### src/source/icache_pkg.sv
/* instruction cache shared constants */

package icache_pkg;

    // fetch and fill addressing
    localparam int ADDR_WIDTH  = 32;
    localparam int BLOCK_BITS  = 64;
    localparam int OFFSET_BITS = 3;    // byte offset in a block, ignored on lookup

    // apb register port
    localparam int APB_DATA_WIDTH = 32;
    localparam int APB_ADDR_WIDTH = 4;

    localparam logic [APB_ADDR_WIDTH-1:0] REG_FILL_ADDR    = 4'h0;
    localparam logic [APB_ADDR_WIDTH-1:0] REG_FILL_DATA_LO = 4'h4;
    localparam logic [APB_ADDR_WIDTH-1:0] REG_FILL_DATA_HI = 4'h8;
    localparam logic [APB_ADDR_WIDTH-1:0] REG_CTRL         = 4'hC;

    // control register fields
    localparam int CTRL_WAY_LSB    = 0;
    localparam int CTRL_WAY_BITS   = 4;
    // write-only command bits, read back as zero
    localparam int CTRL_COMMIT_BIT = 8;
    localparam int CTRL_INVAL_BIT  = 9;

endpackage

### src/source/icache_way_select.sv
/* icache hit resolve and data mux */

`timescale 1ns/100ps

module icache_way_select #(
    parameter int NUM_WAYS = 2
) (
    input  logic                                       lookup_q,
    input  logic [NUM_WAYS-1:0]                        way_hit,
    input  logic [NUM_WAYS*icache_pkg::BLOCK_BITS-1:0] way_data,
    output logic                                       resp_valid,
    output logic                                       lookup_hit,
    output logic [icache_pkg::BLOCK_BITS-1:0]          lookup_data
);

    logic [NUM_WAYS-1:0] hits;

    // response follows the delayed lookup strobe
    assign resp_valid = lookup_q;

    // ignore stale compares when no lookup is in flight
    assign hits = way_hit & {NUM_WAYS{lookup_q}};

    // lowest way wins, walk down so it assigns last
    always_comb begin
        lookup_hit  = 1'b0;
        lookup_data = '0;
        for (int i = NUM_WAYS - 1; i >= 0; i--) begin
            if (hits[i]) begin
                lookup_hit  = 1'b1;
                lookup_data = way_data[i*icache_pkg::BLOCK_BITS +: icache_pkg::BLOCK_BITS];
            end
        end
    end

endmodule

### config.mk
export PLATFORM = sky130hd
export DESIGN_NAME = icache_way_select
export DESIGN_NICKNAME = d
export VERILOG_FILES = /design/src/source/icache_pkg.sv /design/src/source/icache_way_select.sv
export SDC_FILE = /design/constraint.sdc
export NUM_CORES = 1
export LEC_CHECK = 0
export BUFFER_PORTS_ARGS = -buffer_cell sky130_fd_sc_hd__buf_2
export CAP_MARGIN = 0
export CORE_AREA = 4 4 74 76
export DETAILED_ROUTE_END_ITERATION = 10
export DIE_AREA = 0 0 78 80
export SLEW_MARGIN = 20
export SYNTH_ARGS = -nofsm -noshare
export SYNTH_HDL_FRONTEND = slang
export SYNTH_SLANG_ARGS = --single-unit
### constraint.sdc
create_clock -name vclk -period 3
set_input_delay 0.6 -clock vclk [all_inputs]
set_output_delay 0.6 -clock vclk [all_outputs]
set_load 0.02 [all_outputs]
# Yosys cells after proc, flatten, opt, wreduce, memory -nomap -nowiden
# Cells that the tools add are included.
# totals
ff_bits	0
in_bits	131
# op_classes
n_mux	4
bitwise	1
# op_table
operator	n
$mux 64	2
$and 2x2->2	1
$mux 1	2

# Longest topological paths before layout
# depth
word_depth	3
ltp_mapped	4
depth_no_buf	2

# Least setup slack after synthesis
# No wires, ideal clock.
# synth_path
kind	input port to output port
startpoint	input port lookup_q
endpoint	output port lookup_data[10] in the netlist's numbering
setup_slack_ns	1.072
t_arrival_ns	1.328
required_ns	2.400
path_stages	4
cell_sequence	and2_1 > buf_6 > buf_6 > a32o_1
# synth_via
elab_chain_len	3
# synth_rtl
element	line_no	text
from (decl)	icache_way_select.sv:8	input logic lookup_q,
$and 2x2->2 (*)	icache_way_select.sv:22	assign hits = way_hit & {NUM_WAYS{lookup_q}};
$mux 64	icache_way_select.sv:29	if (hits[i]) begin
$mux 64 (*)	icache_way_select.sv:29	
to (decl)	icache_way_select.sv:13	output logic [icache_pkg::BLOCK_BITS-1:0] lookup_data
# Every way passes the cells marked *; elsewhere a longest branch is shown, timed or not.

# Worst setup path after layout
# layout_path
startpoint	input port lookup_q
endpoint	output port lookup_data[14] in the netlist's numbering
# The elaborated chain is that of the path after synthesis.

==> flow_summary.ini <==
[route]
vias = 1659
final_antenna_net_count = 0
drt_pre_antenna_iters = 5
drtIter0Drc = 98
drc_errors = 0
drt_wl_total_mm = 4.725
wl_per_cell_um = 14.19
viasPerCell = 4.982

[grt]
grt_pass1_wl_mm = 6.913
grt_pass1_vias = 1578
gr-total-overflow = 0
antenna_found_initial = 0
grt_use_total_pct = 12.75
grt_max_degree = 65

[sta]
final-hold-violation-count = 0
maxSlewHeadroom_pct = 55.96
final.period_utilization_pct = 77.78
fin_crit_ns = 2.333
setup_violations = 0
tightest_slew_ns = 0.6607
max_clock_freq_ghz = 0.4285
drv_slew = 0
tns_ns = 0
rsz0062_at_grt = no

[pwr]
p_leak_nw = 1.007
power.density_nw_per_um2 = 168.5
ir_drop_mv = 0.1107

[job]
cap_violations = 0

[clock_tree]
cts_hold_buf = 0
cts.repair.resized = 0
post_cts_buffers = 0

[placement]
post-dp-hpwl_mm = 3.684
io_buffer_count = 197
routabilityCongestion = 0.6748

[setup_path]
crit_required_ns = 2.40
cp_data_arrival_time_ns = 1.73
startpoint_type = input pin
crit_type = input pin to primary output
crit_fanout = 64
critPathTopFamily = simple AND/OR/NAND/NOR gates
critPathBufInv = 2
crit_chain = buf_2, and2_4, a32o_1, buf_2
max_stage_delay_ns = 0.57
cp-startpoint = lookup_q
critical_path.slowest_cell = and2_4
path_common_cell = buf_2
endpoint_kind = primary output

[finish]
n_antenna_cell = 0
fin_util_pct = 37.25
clockBufferCount = 0
n_fill_cell = 511
regArea_um2 = 0
drive_gt1_share_pct = 75.56
area_growth_syn_to_layout_pct = 116.0
flops_and_latches = 0
finalNetCount = 399

[yosys]
avgSynthCellArea_um2 = 9.152
synthCells = 89
ys_types = 8
netlist_area_um2 = 814.5
ys_seq_area_share_pct = 0
syn_nets = 220
yosysWarnings = 0

[floorplanning]
num_rows = 25
dieArea_um2 = 6240
coreArea_um2 = 4723
die_y_um = 80
ios = 197
chipWidth_um = 78
initial_core_util_pct = 17.25

[min_path]
min-delay-start = lookup_q
min_path_type = input pin to primary output

[status]
status = finished, final reports clean
cells by family (layout without fill, tap and decap cells):
kind of cell           Yosys count  count (layout)  share of synthesized area [%]
AOI/OAI and AO/OA               65              65                          79.57
and+or+nand+nor                  2               2                          1.536
buffers and inverters           22             199                          18.89
cells in the final DEF (no fill, tap or decap):
master | netlist | routed
buf_2 | 6 | 197
buf_12 | 0 | 1
o21a_1 | 1 | 1
inv_2 | 1 | 1
a32o_1 | 64 | 64
and2_4 | 0 | 2
Yosys cell counts:
master	number	area (um^2)
a32o_1	64	640.6
buf_6	8	90.09
buf_2	6	30.03
clkbuf_1	6	22.52
and2_1	2	12.51
buf_4	1	7.510
inv_2	1	3.750
o21a_1	1	7.510
where the power goes:
| group | internal, mW | switching, mW |
|---|---|---|
| Combinational | 0.137 | 0.160 |
| Sequential | 0 | 0 |
| Clock | 0 | 0 |
| Total | 0.137 | 0.160 |
through the flow:
stage          cells  hold slack (ns)  power, mW  instance area (um^2)  setup slack [ns]
2_1_floorplan     89            1.313     0.1682                 814.5             1.072
3_3_place_gp     333            1.451     0.2956                  1757            0.3129
3_5_place_dp     333            1.458     0.2966                  1757            0.3157
4_1_cts          333            1.461     0.2975                  1757            0.3162
5_1_grt          333            1.488     0.3208                  1759            0.5687
6_report         333            1.470     0.2964                  1759            0.6665
worst paths after layout:
check              end  slack, ns  cells after the start
max    lookup_data[14]       0.67                      4
min         resp_valid       1.47                      2
layout make-up:
cell class                 instances  area, um^2  area share, %
timing repair buffer             198        1006          57.18
multi-input combinational         67       665.6          37.84
tap                               67       83.83          4.765
inverter                           1       3.754         0.2134
per-layer routing:
metal | share of wire [%] | GRT usage, % | wire [um]
met2 | 50 | 26.46 | 2375
met1 | 39 | 14.33 | 1823
met5 | 0 | 0 | 0
met4 | 0 | 0 | 0
met3 | 11 | 1.806 | 526
(Power assumes the default switching activity.)
