File: src/source/icache_pkg.sv
/* instruction cache shared constants */

package icache_pkg;

    // fetch and fill addressing
    localparam int ADDR_WIDTH  = 32;
    localparam int BLOCK_BITS  = 64;
    localparam int OFFSET_BITS = 3;    // byte offset in a block, ignored on lookup

    // apb register port
    localparam int APB_DATA_WIDTH = 32;
    localparam int APB_ADDR_WIDTH = 4;

    localparam logic [APB_ADDR_WIDTH-1:0] REG_FILL_ADDR    = 4'h0;
    localparam logic [APB_ADDR_WIDTH-1:0] REG_FILL_DATA_LO = 4'h4;
    localparam logic [APB_ADDR_WIDTH-1:0] REG_FILL_DATA_HI = 4'h8;
    localparam logic [APB_ADDR_WIDTH-1:0] REG_CTRL         = 4'hC;

    // control register fields
    localparam int CTRL_WAY_LSB    = 0;
    localparam int CTRL_WAY_BITS   = 4;
    // write-only command bits, read back as zero
    localparam int CTRL_COMMIT_BIT = 8;
    localparam int CTRL_INVAL_BIT  = 9;

endpackage

File: src/source/icache_front.sv
/* icache apb registers and lookup front end */

`timescale 1ns/100ps

module icache_front #(
    parameter int NUM_WAYS = 2,
    parameter int NUM_SETS = 64,
    localparam int IDX_BITS = $clog2(NUM_SETS),
    localparam int TAG_BITS = icache_pkg::ADDR_WIDTH - IDX_BITS - icache_pkg::OFFSET_BITS
) (
    input  logic                                  clk,
    input  logic                                  rst_n,
    // apb slave
    input  logic                                  psel,
    input  logic                                  penable,
    input  logic                                  pwrite,
    input  logic [icache_pkg::APB_ADDR_WIDTH-1:0] paddr,
    input  logic [icache_pkg::APB_DATA_WIDTH-1:0] pwdata,
    output logic [icache_pkg::APB_DATA_WIDTH-1:0] prdata,
    output logic                                  pready,
    output logic                                  pslverr,
    // lookup port
    input  logic                                  lookup_valid,
    input  logic [icache_pkg::ADDR_WIDTH-1:0]     lookup_addr,
    // to the ways
    output logic [IDX_BITS-1:0]                   rd_index,
    output logic [TAG_BITS-1:0]                   cmp_tag,
    output logic                                  lookup_q,
    output logic [NUM_WAYS-1:0]                   wr_en_way,
    output logic [IDX_BITS-1:0]                   wr_index,
    output logic [TAG_BITS-1:0]                   wr_tag,
    output logic [icache_pkg::BLOCK_BITS-1:0]     wr_data,
    output logic                                  inval_all
);

    logic [icache_pkg::ADDR_WIDTH-1:0]     fill_addr;
    logic [icache_pkg::APB_DATA_WIDTH-1:0] fill_lo;
    logic [icache_pkg::APB_DATA_WIDTH-1:0] fill_hi;
    logic [icache_pkg::CTRL_WAY_BITS-1:0]  way_q;
    logic [icache_pkg::CTRL_WAY_BITS-1:0]  ctrl_way;
    logic apb_acc, apb_wr, is_ctrl, unmapped, way_bad, ctrl_ok;

    // no wait states
    assign pready  = 1'b1;
    assign apb_acc = psel && penable;
    assign apb_wr  = apb_acc && pwrite;

    // offset decode
    assign is_ctrl  = (paddr == icache_pkg::REG_CTRL);
    assign unmapped = (paddr != icache_pkg::REG_FILL_ADDR)
                   && (paddr != icache_pkg::REG_FILL_DATA_LO)
                   && (paddr != icache_pkg::REG_FILL_DATA_HI)
                   && !is_ctrl;

    // way index range check on control writes
    assign ctrl_way = pwdata[icache_pkg::CTRL_WAY_LSB +: icache_pkg::CTRL_WAY_BITS];
    assign way_bad  = (int'(ctrl_way) >= NUM_WAYS);
    assign ctrl_ok  = apb_wr && is_ctrl && !way_bad;

    assign pslverr = apb_acc && (unmapped || (pwrite && is_ctrl && way_bad));

    // fill registers and last accepted way
    always_ff @(posedge clk or negedge rst_n) begin
        if (!rst_n) begin
            fill_addr <= '0;
            fill_lo   <= '0;
            fill_hi   <= '0;
            way_q     <= '0;
        end else if (apb_wr) begin
            case (paddr)
                icache_pkg::REG_FILL_ADDR:    fill_addr <= pwdata;
                icache_pkg::REG_FILL_DATA_LO: fill_lo   <= pwdata;
                icache_pkg::REG_FILL_DATA_HI: fill_hi   <= pwdata;
                icache_pkg::REG_CTRL: begin
                    if (!way_bad) begin
                        way_q <= ctrl_way;
                    end
                end
                default: ;
            endcase
        end
    end

    // readback, command bits stay zero
    always_comb begin
        prdata = '0;
        case (paddr)
            icache_pkg::REG_FILL_ADDR:    prdata = fill_addr;
            icache_pkg::REG_FILL_DATA_LO: prdata = fill_lo;
            icache_pkg::REG_FILL_DATA_HI: prdata = fill_hi;
            icache_pkg::REG_CTRL:
                prdata[icache_pkg::CTRL_WAY_LSB +: icache_pkg::CTRL_WAY_BITS] = way_q;
            default: prdata = '0;
        endcase
    end

    // invalidate beats commit
    assign inval_all = ctrl_ok && pwdata[icache_pkg::CTRL_INVAL_BIT];

    // one-hot commit strobe, lands on the completing apb edge
    always_comb begin
        for (int i = 0; i < NUM_WAYS; i++) begin
            wr_en_way[i] = ctrl_ok && pwdata[icache_pkg::CTRL_COMMIT_BIT]
                        && !pwdata[icache_pkg::CTRL_INVAL_BIT]
                        && (int'(ctrl_way) == i);
        end
    end

    // fill address split
    assign wr_index = fill_addr[icache_pkg::OFFSET_BITS +: IDX_BITS];
    assign wr_tag   = fill_addr[icache_pkg::ADDR_WIDTH-1 -: TAG_BITS];
    assign wr_data  = {fill_hi, fill_lo};

    // lookup index goes straight to the arrays
    assign rd_index = lookup_addr[icache_pkg::OFFSET_BITS +: IDX_BITS];

    // tag and valid delayed to meet the array read
    always_ff @(posedge clk) begin
        cmp_tag <= lookup_addr[icache_pkg::ADDR_WIDTH-1 -: TAG_BITS];
    end

    always_ff @(posedge clk or negedge rst_n) begin
        if (!rst_n) begin
            lookup_q <= 1'b0;
        end else begin
            lookup_q <= lookup_valid;
        end
    end

endmodule

File: config.mk
export PLATFORM = sky130hd
export DESIGN_NAME = icache_front
export DESIGN_NICKNAME = d
export VERILOG_FILES = /design/src/source/icache_pkg.sv /design/src/source/icache_front.sv
export SDC_FILE = /design/constraint.sdc
export NUM_CORES = 1
export LEC_CHECK = 0
export BUFFER_PORTS_ARGS = -buffer_cell sky130_fd_sc_hd__buf_2
export CORE_MARGIN = 5
export CORE_UTILIZATION = 43
export CTS_CLUSTER_SIZE = 24
export DETAILED_ROUTE_END_ITERATION = 7
export PLACE_DENSITY = 0.74
export SLEW_MARGIN = 5
export SYNTH_ARGS = -nofsm -noshare
export SYNTH_HDL_FRONTEND = slang
export SYNTH_SLANG_ARGS = --single-unit
File: constraint.sdc
create_clock -name clk -period 1.55 [get_ports clk]
set_input_delay 0.2325 -clock clk [delete_from_list [all_inputs] [get_ports clk]]
set_output_delay 0.2325 -clock clk [all_outputs]
set_load 0.01 [all_outputs]
# ---- Yosys cells after proc, flatten, opt, wreduce, memory -nomap -nowiden
# Cells that the tools add are included.
# Widths: inputs -> output; s select.
dict set report totals {
  register_bits 124
  wordCells 42
  output_inout_bits 160
}
dict set report op_classes {
  order_cmp 1
  n_mux 2
  n_reduce_logical 26
  bitwise 1
  n_eq_ne 6
}
# cell count
set ops {}
lappend ops {{$pmux 28 s3} 1}
lappend ops {{$pmux 4 s4} 1}
lappend ops {{$logic_and 1x1->1} 15}
lappend ops {{$eq 4x4->1 const B} 2}
lappend ops {{$logic_not 4->1} 2}
lappend ops {{$reduce_and 2->1} 3}
lappend ops {{$eq 4x2->1 const B} 1}
lappend ops {{$eq 4x3->1 const B} 1}
lappend ops {{$ge 4x2->1 const B} 1}
lappend ops {{$ne 4x3->1 const B} 1}
lappend ops {{$ne 4x4->1 const B} 1}
lappend ops {{$reduce_bool 4->1} 1}
lappend ops {{$logic_not 1->1} 3}
lappend ops {{$reduce_and 3->1} 1}
lappend ops {{$logic_or 1x1->1} 1}
lappend ops {{$not 1->1} 1}

# ---- Depth between registers and ports, before layout
dict set report logic_depth {
  depth_word 7
  mapped_depth 6
}

# ---- Least setup slack after synthesis
# Ideal clock, no wire load.
dict set report synth_timing {
  kind {in2reg}
  start {input port paddr[1] (netlist name)}
  end {register fill_lo[10] (netlist name)}
  arrival_ns 1.533
  required_ns 1.425
  stages 5
  path_slack_ns -0.108
  n_path_buf 2
  cell_sequence {or2_1 > or4_1 > buf_6 > buf_6 > mux2_4}
}
dict set report synth_between {
  elab_chain_len 2
}
# element line
set synth_rtl {}
lappend synth_rtl {{from (decl)} icache_front.sv:17} ;# input logic [icache_pkg::APB_ADDR_WIDTH-1:0] paddr,
lappend synth_rtl {{$eq 4x3->1} icache_front.sv:70} ;# case (paddr)
lappend synth_rtl {{$reduce_and 2->1 (no line)} --}
lappend synth_rtl {{to (signal assigned)} icache_front.sv:72} ;# icache_pkg::REG_FILL_DATA_LO: fill_lo <= pwdata;
lappend synth_rtl {{to (decl)} icache_front.sv:37} ;# logic [icache_pkg::APB_DATA_WIDTH-1:0] fill_lo;
# Every way passes these cells.
# A chain may end at the register's enable or synchronous reset.

# ---- Final worst setup path
dict set report layout_timing {
  start {register way_q[1] (netlist name)}
  end {output port prdata[1] (netlist name)}
}
dict set report layout_between {
  elab_chain_len 1
}
# element line
set layout_rtl {}
lappend layout_rtl {{from (decl)} icache_front.sv:39} ;# logic [icache_pkg::CTRL_WAY_BITS-1:0] way_q;
lappend layout_rtl {{from (signal assigned)} icache_front.sv:76} ;# way_q <= ctrl_way;
lappend layout_rtl {{$pmux 4 s4} icache_front.sv:87} ;# case (paddr)
lappend layout_rtl {{to (decl)} icache_front.sv:19} ;# output logic [icache_pkg::APB_DATA_WIDTH-1:0] prdata,
# Every way passes these cells.

==> results.md <==
* Max-cap viol count at 0
* Most instantiated cells after synthesis: dfrtp_1 (101), mux2_2 (65), buf_4 (37)
* Post-synthesis register bit count at approximately 120
* Crit. End Element: primary output
* Die Wd at 124 microns
* I/O pins at approximately 230
* Clk_skew at 0 ns
* Avg Inst Size Synth at 13.1 sq um
* Critical Path AT at 1.54 ns
* Largest net degree at the start of global routing at 101
* Total CTS buffers at 17
* CP Class: flip-flop to primary output
* # DRC at 0
* CTS tree: yes
* # setup viols final at 20
* Filler cells at between 800 and 900
* Post-synth top flop: dfrtp_1
* EDFF count, synth at 0
* Distinct cell type count after synthesis at 31
* Post-DP HPWL at 10.7 mm
* Grt ovf at 0
* Slowest cell on crit path: mux4_2
* Initial core utilization at 0.440
* Placed inst area at roughly 6800 sq um
* Via Count at around 4.6k
* Wire per inst at about 19 microns
* Top-count cell post-synth: dfrtp_1
* Area growth, synth to finish at 55.5%
* Lkg Pwr at 0.00463 uW
* Clock Tree Buf Depth at 2
* Buffers on Ports at roughly 220
* First-pass GRT wire length at 26.9 mm
* Via density at 4.94
* Clock latency on the worst-skew pair at between 0.4 and 0.5 ns
* Fmax at 563 MHz
* Unrepaired setup endpoints after global routing: true
* Max-slew headroom at 0.609
* Clk root buf: clkbuf_16
* Hold Path Class: input port to flip-flop
* Fin. max-slew vios at 0
* CP max stage delay at 0.48 ns
* Setup slack after layout at -0.226 ns
* Final min period at 1.78 ns
* Starting DRT DRC Count at 135
* Fin nets at 821
* Core Area at ~13000 sq um
* Post-synth top area cell: dfrtp_1
* Drt pass-1 iters at 4
* Share of the synthesized area in the top cell type at 0.455
* Gr usage total at 0.233
* Syn Std Cell Area at between 5000 and 6000 sq um
* Ratio of cells with drive above 1 in the final layout at 0.708
* Die Footprint at around 15000 sq um
* Cells along the critical path: mux4_2, and2_4, buf_6
* Ranking of synthesized cells by area: dfrtp_1 (45%), mux2_2 (13%), dfxtp_1 (8.3%), mux2_4 (8.1%), mux2i_1 (5.0%)
* Failing checks: negative setup slack
* Worst EP required at around 1.3 ns
* Chip height at 124 microns
* Status: finished, violations left
* Number of routed nets with antenna violations at 0
* Initial antenna violation count at 0
* Cell area after layout at 8640 sq um
* Synth async-reset ratio at 0.815
* Worst Tran Pin Value at approximately 0.59 ns
* Critical-path maximum fanout at 2
* Final hold violations at 0
* DRT Wirelength at between 15 and 20 mm
* Vias in the first global route at roughly 5.2k
* Max VDD drop at just over 1 mV
* Sequential element share of the synthesized area at 0.538
* Critical Path Start Type: flip-flop
* Pwr per Cell Area at 1160 nW/um^2
* H-tree depth at 4
* Syn Nets at 499
* Fin crit share at 1.15
* TNS Setup at -1.34 ns
* Hold slack at 0.0736 ns
* Clk pin slew, worst setup/hold paths at ~0.05 ns
* Gpl congestion at 0.767
* Antenna cells at 0
* Clock sink total at around 120
* Post-synthesis instance total at 425
* Synth Warn # at 0
* Row cnt at about 40
-- flip-flops by register name, indices dropped and copies added, names as in the netlist --
name and flops:
fill_addr 32, fill_hi 32, fill_lo 32, cmp_tag 23, way_q 4, lookup_q 1
-- metrics by stage --
step	power, uW	cells	util	setup WS (ns)
after floorplan	4810	425	-	-0.0941
after global placement	5380	785	0.540	-0.211
after detailed placement	5450	785	0.540	-0.226
after CTS	9930	902	0.661	-0.238
after global routing	10500	932	0.685	-0.266
final	10000	932	0.685	-0.226
-- routing by layer --
metal | track usage | up-vias | part of all wire
li1 | - | 2076 | -
met1 | 0.249 | 2287 | 0.37
met2 | 0.415 | 195 | 0.53
met3 | 0.0718 | 43 | 0.070
met4 | 0.111 | 0 | 0.027
met5 | 0 | - | 0
-- kinds of logic (layout without fill, tap and decap cells) --
logic type	count (synthesis)	in the layout	synth area share
muxes	129	129	0.284
and+or+nand+nor	78	78	0.0759
other	1	1	0.000675
buffers and inverters	64	399	0.0759
DFF	124	124	0.538
AOI/OAI and AO/OA	29	29	0.0261
-- layout make-up --
class                      count  area (sq um)  area share
multi-input combinational    237          2390       0.276
sequential                   124          2990       0.346
tap                          172           215      0.0249
clock inverter                11           143      0.0165
inverter                       3          11.3     0.00130
clock buffer                  21           460      0.0533
timing repair buffer         364          2440       0.282
-- worst max-delay path, delay by kind of cell (launching register included) --
kind | cells | cell delay [ns]
buffers and inverters | 1 | 0.11
flip-flops | 1 | 0.38
AND/OR/NAND/NOR | 1 | 0.16
multiplexers | 1 | 0.48
-- where the power goes --
group          internal (uW)  switching [uW]
sequential              3600             230
clock                   2600            1430
combinational           1240             941
-- layout by cell type, fill, tap and decap left out, types with 2 or more instances in the layout --
| cell type | instances |
|---|---|
| buf_2 | 208 |
| buf_4 | 110 |
| dfrtp_1 | 101 |
| mux2_2 | 65 |
| mux2_4 | 30 |
| or2_4 | 29 |
| nand2_1 | 29 |
| mux2i_1 | 28 |
| a21oi_2 | 28 |
| dlygate4sd3_1 | 25 |
| dfxtp_1 | 23 |
| clkbuf_16 | 17 |
| buf_6 | 11 |
| buf_12 | 9 |
| clkinvlp_4 | 5 |
| mux4_2 | 4 |
| and2_4 | 4 |
| and2_1 | 3 |
| bufinv_16 | 3 |
| clkinv_2 | 3 |
| inv_1 | 2 |
| mux2_1 | 2 |
| clkbuf_8 | 2 |
| clkbuf_1 | 2 |
-- timing repair --
item                                   CTS  global route
pin swaps                               30            27
endpoints found under the hold margin  125             0
hold buffers                            25             0
setup endpoints to repair               34            34
buffers inserted                        60            30
gates resized for setup                 67            20
-- final timing paths --
check	from	to	slack, ns	depth (start not counted)
worst min register to register	way_q[2]$_DFFE_PN0P_	way_q[2]$_DFFE_PN0P_	0.50	1
min in group asynchronous	rst_n	fill_lo[26]$_DFFE_PN0P_	0.15	2
worst max-delay path	way_q[1]$_DFFE_PN0P_	prdata[1]	-0.23	3
max in group asynchronous	rst_n	fill_addr[1]$_DFFE_PN0P_	0.66	3
worst max register to register	fill_lo[12]$_DFFE_PN0P_	fill_lo[12]$_DFFE_PN0P_	0.52	3
worst min-delay path	pwdata[6]	fill_addr[6]$_DFFE_PN0P_	0.07	2
Power figures use the tool's default switching activity.
